--- config.mk ---
export PLATFORM = sky130hd
export DESIGN_NAME = csr_unit
export DESIGN_NICKNAME = d
export VERILOG_FILES = /design/src/common/csr_pkg.sv /design/src/trap/trap_csr.sv /design/src/timer/timer_csr.sv /design/src/csr_read_irq.sv /design/src/csr_unit.sv
export VERILOG_INCLUDE_DIRS = /design/src /design/src/common
export SDC_FILE = /design/constraint.sdc
export NUM_CORES = 1
export LEC_CHECK = 0
export BUFFER_PORTS_ARGS = -buffer_cell sky130_fd_sc_hd__buf_2
export CORE_MARGIN = 2
export CORE_UTILIZATION = 49
export CTS_CLUSTER_SIZE = 8
export DETAILED_ROUTE_END_ITERATION = 7
export PLACE_DENSITY = 0.81
export SLEW_MARGIN = 20
export SYNTH_ARGS = -nofsm -noshare
export SYNTH_HDL_FRONTEND = slang
export SYNTH_SLANG_ARGS = --single-unit
export TNS_END_PERCENT = 30
--- constraint.sdc ---
create_clock -name clk -period 3.2 [get_ports clk]
set_input_delay 0.32 -clock clk [delete_from_list [all_inputs] [get_ports clk]]
set_output_delay 0.32 -clock clk [all_outputs]
set_load 0.01 [all_outputs]
--- src/common/csr_defs.svh ---
`ifndef CSR_DEFS_SVH
`define CSR_DEFS_SVH

// CSR numbers
`define CSR_CRMD        14'h0
`define CSR_PRMD        14'h1
`define CSR_ECFG        14'h4
`define CSR_ESTAT       14'h5
`define CSR_ERA         14'h6
`define CSR_BADV        14'h7
`define CSR_EENTRY      14'hc
`define CSR_SAVE0       14'h30
`define CSR_SAVE1       14'h31
`define CSR_SAVE2       14'h32
`define CSR_SAVE3       14'h33
`define CSR_TID         14'h40
`define CSR_TCFG        14'h41
`define CSR_TVAL        14'h42
`define CSR_TICLR       14'h44

`define CRMD_PLV        1:0
`define CRMD_IE         2
`define CRMD_DA         3
`define CRMD_PG         4
`define CRMD_DATF       6:5
`define CRMD_DATM       8:7

`define PRMD_PPLV       1:0
`define PRMD_PIE        2

`define ECFG_LIE        12:0

`define ESTAT_IS_SOFT   1:0
`define ESTAT_IS_HARD   9:2
`define ESTAT_IS_TI     11
`define ESTAT_IS        12:0
`define ESTAT_ECODE     21:16
`define ESTAT_ESUBCODE  30:22

`define EENTRY_VA       31:6

`define TCFG_EN         0
`define TCFG_PERIODIC   1
`define TCFG_INITVAL    31:2

`define TICLR_CLR       0

// TLB refill exception code
`define ECODE_TLBR      6'h3f
`define SAVE_COUNT      4

`endif

--- src/common/csr_pkg.sv ---
`default_nettype none

`include "csr_defs.svh"

package csr_pkg;

    // CSR number as seen on the read and write ports
    typedef logic [13:0] csr_addr_t;

    typedef logic [31:0] csr_word_t;

    typedef logic [5:0] ecode_t;

    // Bit 6 is the subcode flag, bits 5:0 the code
    typedef logic [6:0] exc_code_t;

    typedef logic [7:0] hw_irq_t;

    // Soft, hard, timer and IPI status bits
    typedef logic [12:0] irq_vec_t;

    typedef csr_word_t [`SAVE_COUNT-1:0] save_bank_t;

endpackage

`default_nettype wire

--- src/trap/trap_csr.sv ---
`timescale 1ns/1ps
`default_nettype none

`include "csr_defs.svh"

module trap_csr (
    input  wire                       clk,
    input  wire                       aresetn,
    input  wire                       wen,
    input  wire csr_pkg::csr_addr_t   waddr,
    input  wire csr_pkg::csr_word_t   wdata,
    input  wire                       exception,
    input  wire                       ertn,
    input  wire                       tlb_exception,
    input  wire csr_pkg::exc_code_t   exc_code,
    input  wire csr_pkg::csr_word_t   era_in,
    input  wire                       wen_badv,
    input  wire csr_pkg::csr_word_t   badv_in,
    output csr_pkg::csr_word_t        crmd,
    output csr_pkg::csr_word_t        prmd,
    output csr_pkg::csr_word_t        ecfg,
    output csr_pkg::csr_word_t        era,
    output csr_pkg::csr_word_t        badv,
    output csr_pkg::csr_word_t        eentry,
    output csr_pkg::save_bank_t       save,
    output logic [1:0]                is_soft,
    output csr_pkg::ecode_t           ecode,
    output logic [8:0]                esubcode
);
    import csr_pkg::*;

    logic       exception_d;
    logic       exc_take;

    logic [1:0] crmd_plv;
    logic       crmd_ie;
    logic       crmd_da;
    logic       crmd_pg;
    logic [1:0] crmd_datf;
    logic [1:0] crmd_datm;
    logic [1:0] prmd_pplv;
    logic       prmd_pie;
    irq_vec_t   ecfg_lie;
    logic [25:0] eentry_va;

    // Only the rising edge of a held exception level enters the handler
    always_ff @(posedge clk) begin
        if (!aresetn) begin
            exception_d <= 1'b0;
        end else begin
            exception_d <= exception;
        end
    end

    assign exc_take = exception && !exception_d && !ertn;

    always_ff @(posedge clk) begin
        if (!aresetn) begin
            crmd_plv  <= 2'd0;
            crmd_ie   <= 1'b0;
            crmd_da   <= 1'b1;
            crmd_pg   <= 1'b0;
            crmd_datf <= 2'd1;
            crmd_datm <= 2'd1;
        end else if (ertn) begin
            crmd_plv <= prmd_pplv;
            crmd_ie  <= prmd_pie;
            // Back to paged mode after a refill
            if (ecode == `ECODE_TLBR) begin
                crmd_da <= 1'b0;
                crmd_pg <= 1'b1;
            end
        end else if (exc_take) begin
            crmd_plv <= 2'd0;
            crmd_ie  <= 1'b0;
            if (tlb_exception) begin
                crmd_da <= 1'b1;
                crmd_pg <= 1'b0;
            end
        end else if (wen && waddr == `CSR_CRMD) begin
            crmd_plv  <= wdata[`CRMD_PLV];
            crmd_ie   <= wdata[`CRMD_IE];
            crmd_datf <= wdata[`CRMD_DATF];
            crmd_datm <= wdata[`CRMD_DATM];
            // PG and DA only move as a legal pair
            if (wdata[`CRMD_PG] ^ wdata[`CRMD_DA]) begin
                crmd_pg <= wdata[`CRMD_PG];
                crmd_da <= wdata[`CRMD_DA];
            end
        end
    end

    always_ff @(posedge clk) begin
        if (!aresetn) begin
            prmd_pplv <= 2'd0;
            prmd_pie  <= 1'b0;
        end else if (exc_take) begin
            prmd_pplv <= crmd_plv;
            prmd_pie  <= crmd_ie;
        end else if (wen && waddr == `CSR_PRMD) begin
            prmd_pplv <= wdata[`PRMD_PPLV];
            prmd_pie  <= wdata[`PRMD_PIE];
        end
    end

    always_ff @(posedge clk) begin
        if (!aresetn) begin
            ecode    <= '0;
            esubcode <= '0;
        end else if (exc_take) begin
            ecode    <= exc_code[5:0];
            esubcode <= (exc_code[5:0] != 6'd0) ? {8'd0, exc_code[6]} : 9'd0;
        end
    end

    always_ff @(posedge clk) begin
        if (!aresetn) begin
            era <= '0;
        end else if (exc_take) begin
            era <= era_in;
        end else if (wen && waddr == `CSR_ERA) begin
            era <= wdata;
        end
    end

    always_ff @(posedge clk) begin
        if (!aresetn) begin
            badv <= '0;
        end else if (wen_badv) begin
            badv <= badv_in;
        end else if (wen && waddr == `CSR_BADV) begin
            badv <= wdata;
        end
    end

    // Plain software registers
    always_ff @(posedge clk) begin
        if (!aresetn) begin
            ecfg_lie  <= '0;
            eentry_va <= '0;
            is_soft   <= 2'd0;
            save      <= '0;
        end else if (wen) begin
            if (waddr == `CSR_ECFG) begin
                ecfg_lie <= wdata[`ECFG_LIE];
            end
            if (waddr == `CSR_EENTRY) begin
                eentry_va <= wdata[`EENTRY_VA];
            end
            if (waddr == `CSR_ESTAT) begin
                is_soft <= wdata[`ESTAT_IS_SOFT];
            end
            for (int i = 0; i < `SAVE_COUNT; i++) begin
                if (waddr == csr_addr_t'(`CSR_SAVE0 + i)) begin
                    save[i] <= wdata;
                end
            end
        end
    end

    always_comb begin
        crmd              = '0;
        crmd[`CRMD_PLV]   = crmd_plv;
        crmd[`CRMD_IE]    = crmd_ie;
        crmd[`CRMD_DA]    = crmd_da;
        crmd[`CRMD_PG]    = crmd_pg;
        crmd[`CRMD_DATF]  = crmd_datf;
        crmd[`CRMD_DATM]  = crmd_datm;
        prmd              = '0;
        prmd[`PRMD_PPLV]  = prmd_pplv;
        prmd[`PRMD_PIE]   = prmd_pie;
        ecfg              = '0;
        ecfg[`ECFG_LIE]   = ecfg_lie;
        eentry            = '0;
        eentry[`EENTRY_VA] = eentry_va;
    end

endmodule

`default_nettype wire

--- src/timer/timer_csr.sv ---
`timescale 1ns/1ps
`default_nettype none

`include "csr_defs.svh"

module timer_csr (
    input  wire                       clk,
    input  wire                       aresetn,
    input  wire                       wen,
    input  wire csr_pkg::csr_addr_t   waddr,
    input  wire csr_pkg::csr_word_t   wdata,
    output csr_pkg::csr_word_t        tcfg,
    output csr_pkg::csr_word_t        tval,
    output csr_pkg::csr_word_t        tid,
    output logic                      timer_irq
);
    import csr_pkg::*;

    logic        tcfg_en;
    logic        tcfg_periodic;
    logic [29:0] tcfg_initval;
    logic        tcfg_wr;
    logic        ticlr_wr;
    logic        tval_dec;

    assign tcfg_wr  = wen && waddr == `CSR_TCFG;
    assign ticlr_wr = wen && waddr == `CSR_TICLR && wdata[`TICLR_CLR];
    assign tval_dec = !tcfg_wr && tcfg_en && tval != '0;

    always_ff @(posedge clk) begin
        if (!aresetn) begin
            tcfg_en       <= 1'b0;
            tcfg_periodic <= 1'b0;
            tcfg_initval  <= '0;
        end else if (tcfg_wr) begin
            tcfg_en       <= wdata[`TCFG_EN];
            tcfg_periodic <= wdata[`TCFG_PERIODIC];
            tcfg_initval  <= wdata[`TCFG_INITVAL];
        end
    end

    // Down-counter loaded by every TCFG write
    always_ff @(posedge clk) begin
        if (!aresetn) begin
            tval <= '0;
        end else if (tcfg_wr) begin
            tval <= {2'b00, wdata[`TCFG_INITVAL]};
        end else if (tval_dec) begin
            tval <= tval - 32'd1;
        end else if (tcfg_en && tcfg_periodic) begin
            tval <= {2'b00, tcfg_initval};
        end
    end

    // Clear beats a set on the same edge
    always_ff @(posedge clk) begin
        if (!aresetn) begin
            timer_irq <= 1'b0;
        end else if (ticlr_wr) begin
            timer_irq <= 1'b0;
        end else if (tval_dec && tval == 32'd1) begin
            timer_irq <= 1'b1;
        end
    end

    always_ff @(posedge clk) begin
        if (!aresetn) begin
            tid <= '0;
        end else if (wen && waddr == `CSR_TID) begin
            tid <= wdata;
        end
    end

    always_comb begin
        tcfg                 = '0;
        tcfg[`TCFG_EN]       = tcfg_en;
        tcfg[`TCFG_PERIODIC] = tcfg_periodic;
        tcfg[`TCFG_INITVAL]  = tcfg_initval;
    end

endmodule

`default_nettype wire

--- src/csr_read_irq.sv ---
`timescale 1ns/1ps
`default_nettype none

`include "csr_defs.svh"

module csr_read_irq (
    input  wire csr_pkg::csr_addr_t   raddr,
    input  wire csr_pkg::csr_word_t   crmd,
    input  wire csr_pkg::csr_word_t   prmd,
    input  wire csr_pkg::csr_word_t   ecfg,
    input  wire csr_pkg::csr_word_t   era,
    input  wire csr_pkg::csr_word_t   badv,
    input  wire csr_pkg::csr_word_t   eentry,
    input  wire csr_pkg::save_bank_t  save,
    input  wire [1:0]                 is_soft,
    input  wire csr_pkg::ecode_t      ecode,
    input  wire [8:0]                 esubcode,
    input  wire csr_pkg::csr_word_t   tcfg,
    input  wire csr_pkg::csr_word_t   tval,
    input  wire csr_pkg::csr_word_t   tid,
    input  wire                       timer_irq,
    input  wire csr_pkg::hw_irq_t     hardware_interrupt,
    output csr_pkg::csr_word_t        rdata,
    output csr_pkg::csr_word_t        estat,
    output logic                      cpu_interrupt,
    output logic                      idle_over
);
    import csr_pkg::*;

    irq_vec_t is_vec;

    // Bits 10 and 12 have no source here
    always_comb begin
        is_vec                 = '0;
        is_vec[`ESTAT_IS_SOFT] = is_soft;
        is_vec[`ESTAT_IS_HARD] = hardware_interrupt;
        is_vec[`ESTAT_IS_TI]   = timer_irq;
    end

    always_comb begin
        estat                  = '0;
        estat[`ESTAT_IS]       = is_vec;
        estat[`ESTAT_ECODE]    = ecode;
        estat[`ESTAT_ESUBCODE] = esubcode;
    end

    always_comb begin
        case (raddr)
            `CSR_CRMD:   rdata = crmd;
            `CSR_PRMD:   rdata = prmd;
            `CSR_ECFG:   rdata = ecfg;
            `CSR_ESTAT:  rdata = estat;
            `CSR_ERA:    rdata = era;
            `CSR_BADV:   rdata = badv;
            `CSR_EENTRY: rdata = eentry;
            `CSR_SAVE0:  rdata = save[0];
            `CSR_SAVE1:  rdata = save[1];
            `CSR_SAVE2:  rdata = save[2];
            `CSR_SAVE3:  rdata = save[3];
            `CSR_TID:    rdata = tid;
            `CSR_TCFG:   rdata = tcfg;
            `CSR_TVAL:   rdata = tval;
            // Clear bit is write-only
            `CSR_TICLR:  rdata = '0;
            default:     rdata = '0;
        endcase
    end

    // Global enable plus any locally enabled pending line
    assign cpu_interrupt = crmd[`CRMD_IE] && |(ecfg[`ECFG_LIE] & is_vec);

    // Any pending line wakes the core, enabled or not
    assign idle_over = |is_vec;

endmodule

`default_nettype wire

--- src/csr_unit.sv ---
`timescale 1ns/1ps
`default_nettype none

module csr_unit (
    input  wire                       clk,
    input  wire                       aresetn,
    input  wire                       wen,
    input  wire csr_pkg::csr_addr_t   waddr,
    input  wire csr_pkg::csr_word_t   wdata,
    input  wire csr_pkg::csr_addr_t   raddr,
    input  wire                       exception,
    input  wire                       ertn,
    input  wire                       tlb_exception,
    input  wire csr_pkg::exc_code_t   exc_code,
    input  wire csr_pkg::csr_word_t   era_in,
    input  wire                       wen_badv,
    input  wire csr_pkg::csr_word_t   badv_in,
    input  wire csr_pkg::hw_irq_t     hardware_interrupt,
    output csr_pkg::csr_word_t        rdata,
    output csr_pkg::csr_word_t        crmd,
    output csr_pkg::csr_word_t        estat,
    output csr_pkg::csr_word_t        era,
    output csr_pkg::csr_word_t        eentry,
    output logic                      cpu_interrupt,
    output logic                      idle_over
);
    import csr_pkg::*;

    csr_word_t  prmd;
    csr_word_t  ecfg;
    csr_word_t  badv;
    save_bank_t save;
    logic [1:0] is_soft;
    ecode_t     ecode;
    logic [8:0] esubcode;
    csr_word_t  tcfg;
    csr_word_t  tval;
    csr_word_t  tid;
    logic       timer_irq;

    trap_csr i_trap_csr (
        .clk, .aresetn, .wen, .waddr, .wdata,
        .exception, .ertn, .tlb_exception, .exc_code, .era_in,
        .wen_badv, .badv_in,
        .crmd, .prmd, .ecfg, .era, .badv, .eentry, .save,
        .is_soft, .ecode, .esubcode
    );

    timer_csr i_timer_csr (
        .clk, .aresetn, .wen, .waddr, .wdata,
        .tcfg, .tval, .tid, .timer_irq
    );

    // Read mux, ESTAT and interrupt outputs
    csr_read_irq i_csr_read_irq (
        .raddr, .crmd, .prmd, .ecfg, .era, .badv, .eentry, .save,
        .is_soft, .ecode, .esubcode, .tcfg, .tval, .tid, .timer_irq,
        .hardware_interrupt, .rdata, .estat, .cpu_interrupt, .idle_over
    );

endmodule

`default_nettype wire

==> impl_metrics.env <==
export IMPL_status="finished, violations left"
export IMPL_violations="DRC, hold timing"
export IMPL_coreArea_um2=35300
export IMPL_p_leak_nw=8.15
export IMPL_drive_gt1_share_pct=20.5
export IMPL_antenna_found_initial=2
export IMPL_numClockSinks=350
export IMPL_drt_drc_violations_left=27
export IMPL_root_buffer="clkbuf_16"
export IMPL_grt_max_degree=101
export IMPL_dpl_hpwl_um=40600
export IMPL_avgViaCountPerCell=6.21
export IMPL_r2r_end="i_timer_csr.tval[7]$_SDFFE_PN0P_"
export IMPL_min_period_ns=2.93
export IMPL_synthArstFlopShare_pct=0
export IMPL_gp_congestion=0.946
export IMPL_syn2layout_area_growth_pct=16.1
export IMPL_hold_path_class="input port to register"
export IMPL_powerDensity_nw_per_um2=482
export IMPL_path_delay_family="simple AND/OR/NAND/NOR gates"
export IMPL_io_buffers=264
export IMPL_ys_flop_type="dfxtp_1"
export IMPL_start_util_pct=49.4
export IMPL_grt_setup_unrepaired="false"
export IMPL_rows=69
export IMPL_first_iter_violations=2491
export IMPL_cp_end_kind="register"
export IMPL_num_nets_final=2430
export IMPL_fillers=3040
export IMPL_final_util_pct=57.4
export IMPL_regArea_um2=7010
export IMPL_wire_per_inst_um=22.0
export IMPL_fp_dieArea_um2=37100
export IMPL_crit_fanout=10
export IMPL_clk_latency_ns=0.57
export IMPL_cts_made_buffers=49
export IMPL_place_area_um2=18900
export IMPL_seq_area_frac_synth_pct=40.2
export IMPL_fmax_mhz=341
export IMPL_maxCapViolations=0
export IMPL_ys_seq_elements=350
export IMPL_clockBufferDepth=3
export IMPL_required_ns=3.68
export IMPL_post_route_period_util_pct=91.7
export IMPL_drt_first_pass_iters=8
export IMPL_design_area_um2=20300
export IMPL_cts_tree="yes"
export IMPL_fin_skew_ns=0.0331
export IMPL_avgSynthCellArea_um2=8.26
export IMPL_final_antenna_net_count=0
export IMPL_grt_usage_pct=31.9
export IMPL_whs_ns=-0.000878
export IMPL_vias=17038
export IMPL_die_h_um=193
export IMPL_netlist_area_um2=17400
export IMPL_path_buf_inv=1
export IMPL_yosys_warnings=0
export IMPL_r2r_start="i_timer_csr.tval[8]$_SDFFE_PN0P_"
export IMPL_arrival_ns=3.42
export IMPL_grt_pass1_vias=16219
export IMPL_endpoint="i_timer_csr.tval[7]$_SDFFE_PN0P_"
export IMPL_clk_pin_slew_ns=0.06
export IMPL_synth_edf_count=0
export IMPL_io_pins=308
export IMPL_synth_cell_types=72
export IMPL_maxSlewViolCount=0
export IMPL_cp_startpoint="i_timer_csr.tval[8]$_SDFFE_PN0P_"
export IMPL_cp_num_cells=7
export IMPL_irDropWorstVdd_mv=0.426
export IMPL_finalHoldViolations=1
export IMPL_r2r_setup_slack_ns=0.27
export IMPL_slowest_stage="or4_1"
export IMPL_grt_pass1_wl_um=91800
export IMPL_slew_limit_headroom_pct=30.7
export IMPL_path_cells="or4_1, or4_4, o41ai_2, and2_1, buf_4, a21boi_1, o22ai_1"
export IMPL_wirelength_um=60500
export IMPL_multiInputGateArea_um2=9390
export IMPL_tightest_slew_ns=1.04
export IMPL_final_setup_tns_ns=0
export IMPL_dieWidth_um=193
export IMPL_cpPeakStageDelay_ns=0.66
export IMPL_grt_overflow_total=0
export IMPL_path_class="register to register"
export IMPL_synthCells=2111
export IMPL_htree_levels=2
export IMPL_cts_resized=0
export IMPL_setup_viol=0
export IMPL_rr_worst_depth=7
export IMPL_cp_start_kind="register"
==> kinds of logic after synthesis <==
logic type / synth area share, %
xor+xnor: 0.502
compound gates: 16.1
other cells: 0.0215
flops: 40.2
buf+inv: 7.04
mux: 17.1
simple gates: 18.8
fa+ha+maj: 0.215
==> layout by cell type (no fill, tap or decap), types with 5 or more instances in the layout <==
cell,n
and2_1,5
a222oi_1,25
conb_1,43
inv_1,7
buf_12,10
xnor2_1,9
mux2_1,11
dfxtp_1,350
nand3_1,38
a31oi_1,8
dlygate4sd3_1,6
nor4_1,8
mux2i_1,158
o21ai_1,17
buf_4,50
o22ai_1,6
nand4_1,12
o21ai_0,72
or4_1,7
nor3_1,27
mux2_2,30
buf_2,263
a211oi_1,36
mux4_2,42
a21oi_1,229
nand2_1,471
and3_1,12
clkbuf_16,49
and4_1,5
a22oi_1,31
nor2_1,161
==> final cells by class <==
| cell class | instances | area share, % |
|---|---|---|
| Multi-Input combinational cell | 1542 | 46.3 |
| Sequential cell | 350 | 34.6 |
| Timing Repair Buffer | 330 | 9.69 |
| Clock buffer | 50 | 6.12 |
| Tap cell | 461 | 2.85 |
| Clock inverter | 3 | 0.204 |
| Inverter | 8 | 0.185 |
| Antenna cell | 1 | 0.0124 |
==> synth_stat cells (all sizes together) (4+ instances only) <==
library cell  number  area, µm²
nand4             12       75.1
or4                9       75.1
a211oi            36        270
a22oi             31        233
o31ai              5       42.5
a21boi             4       30.0
mux2i            158       1580
mux2              41        462
and3              13       81.3
nor3              28        145
nor2             161        604
or3                4       25.0
nor4              10       68.8
a21oi            229       1150
nand3             38        190
a31oi              8       50.1
o21ai             89        445
o22ai              6       37.5
buf               89        582
a222oi            25        250
inv                8       30.0
a41oi              4       35.0
and2               7       43.8
mux4              42        946
and4               5       43.8
dfxtp            350       7010
xnor2              9       78.8
nand2            472       1770
nor2b              4       25.0
clkbuf           164        616
==> worst min path at each step <==
stage / start / slack, ns / end / depth (start not counted)
after floorplan: i_trap_csr.save[64]$_SDFFE_PN0P_ / 0.43 / i_trap_csr.save[64]$_SDFFE_PN0P_ / 2
after global routing: badv_in[9] / 0.007 / i_trap_csr.badv[9]$_SDFFE_PN0P_ / 3
after detailed placement: i_trap_csr.save[82]$_SDFFE_PN0P_ / 0.45 / i_trap_csr.save[82]$_SDFFE_PN0P_ / 2
final: badv_in[0] / -0.0009 / i_trap_csr.badv[0]$_SDFFE_PN0P_ / 3
after global placement: i_trap_csr.save[27]$_SDFFE_PN0P_ / 0.44 / i_trap_csr.save[27]$_SDFFE_PN0P_ / 2
after CTS: badv_in[16] / 0.0004 / i_trap_csr.badv[16]$_SDFFE_PN0P_ / 3
==> metrics by stage <==
| stage | hold WS [ns] | setup WS (ns) | instances | power, mW |
|---|---|---|---|---|
| after CTS | 0.000353 | 0.344 | 2744 | 9.74 |
| after global routing | 0.00668 | 0.120 | 2745 | 10.0 |
| after floorplan | 0.433 | 0.513 | 2153 | 5.00 |
| final | -0.000878 | 0.266 | 2745 | 9.76 |
| after global placement | 0.438 | 0.425 | 2685 | 5.24 |
| after detailed placement | 0.445 | 0.370 | 2685 | 5.25 |
==> state kept, by name (all words and copies together), names as in the netlist, 2 cells and up <==
signal and cells:
i_timer_csr.tcfg_initval 30, i_trap_csr.ecfg_lie 13, i_trap_csr.ecode 6, i_trap_csr.badv 32
i_trap_csr.crmd_plv 2, i_timer_csr.tid 32, i_trap_csr.is_soft 2, i_trap_csr.prmd_pplv 2
i_trap_csr.era 32, i_trap_csr.save 128, i_trap_csr.eentry_va 26, i_trap_csr.crmd_datm 2
i_timer_csr.tval 32, i_trap_csr.crmd_datf 2
==> power breakdown <==
part           switching (mW)  leakage (nW)  internal [mW]
Combinational           0.449          4.69          0.260
Sequential             0.0566          2.83           4.43
Clock                    1.86         0.629           2.70
==> tightest hold or removal path, delay by kind of cell <==
family	cells	cell delay, ns
and+or+nand+nor	1	0.07
muxes	1	0.06
buffers and inverters	1	0.07
==> repair_timing <==
| action | in CTS | in global routing |
|---|---|---|
| setup buffers | 0 | 0 |
| hold endpoints to repair | 6 | 0 |
| hold buffers | 6 | 0 |
==> metal layers <==
| layer | part of all wire [%] | routed length, µm | GRT usage [%] | vias up |
|---|---|---|---|---|
| li1 | - | - | - | 7618 |
| met1 | 39 | 23300 | 42.5 | 8125 |
| met2 | 46 | 27500 | 49.1 | 1110 |
| met3 | 12 | 7220 | 7.35 | 185 |
| met4 | 4.0 | 2440 | 14.4 | 0 |
| met5 | 0 | 0 | 0 | - |
(Power assumes the default switching activity.)
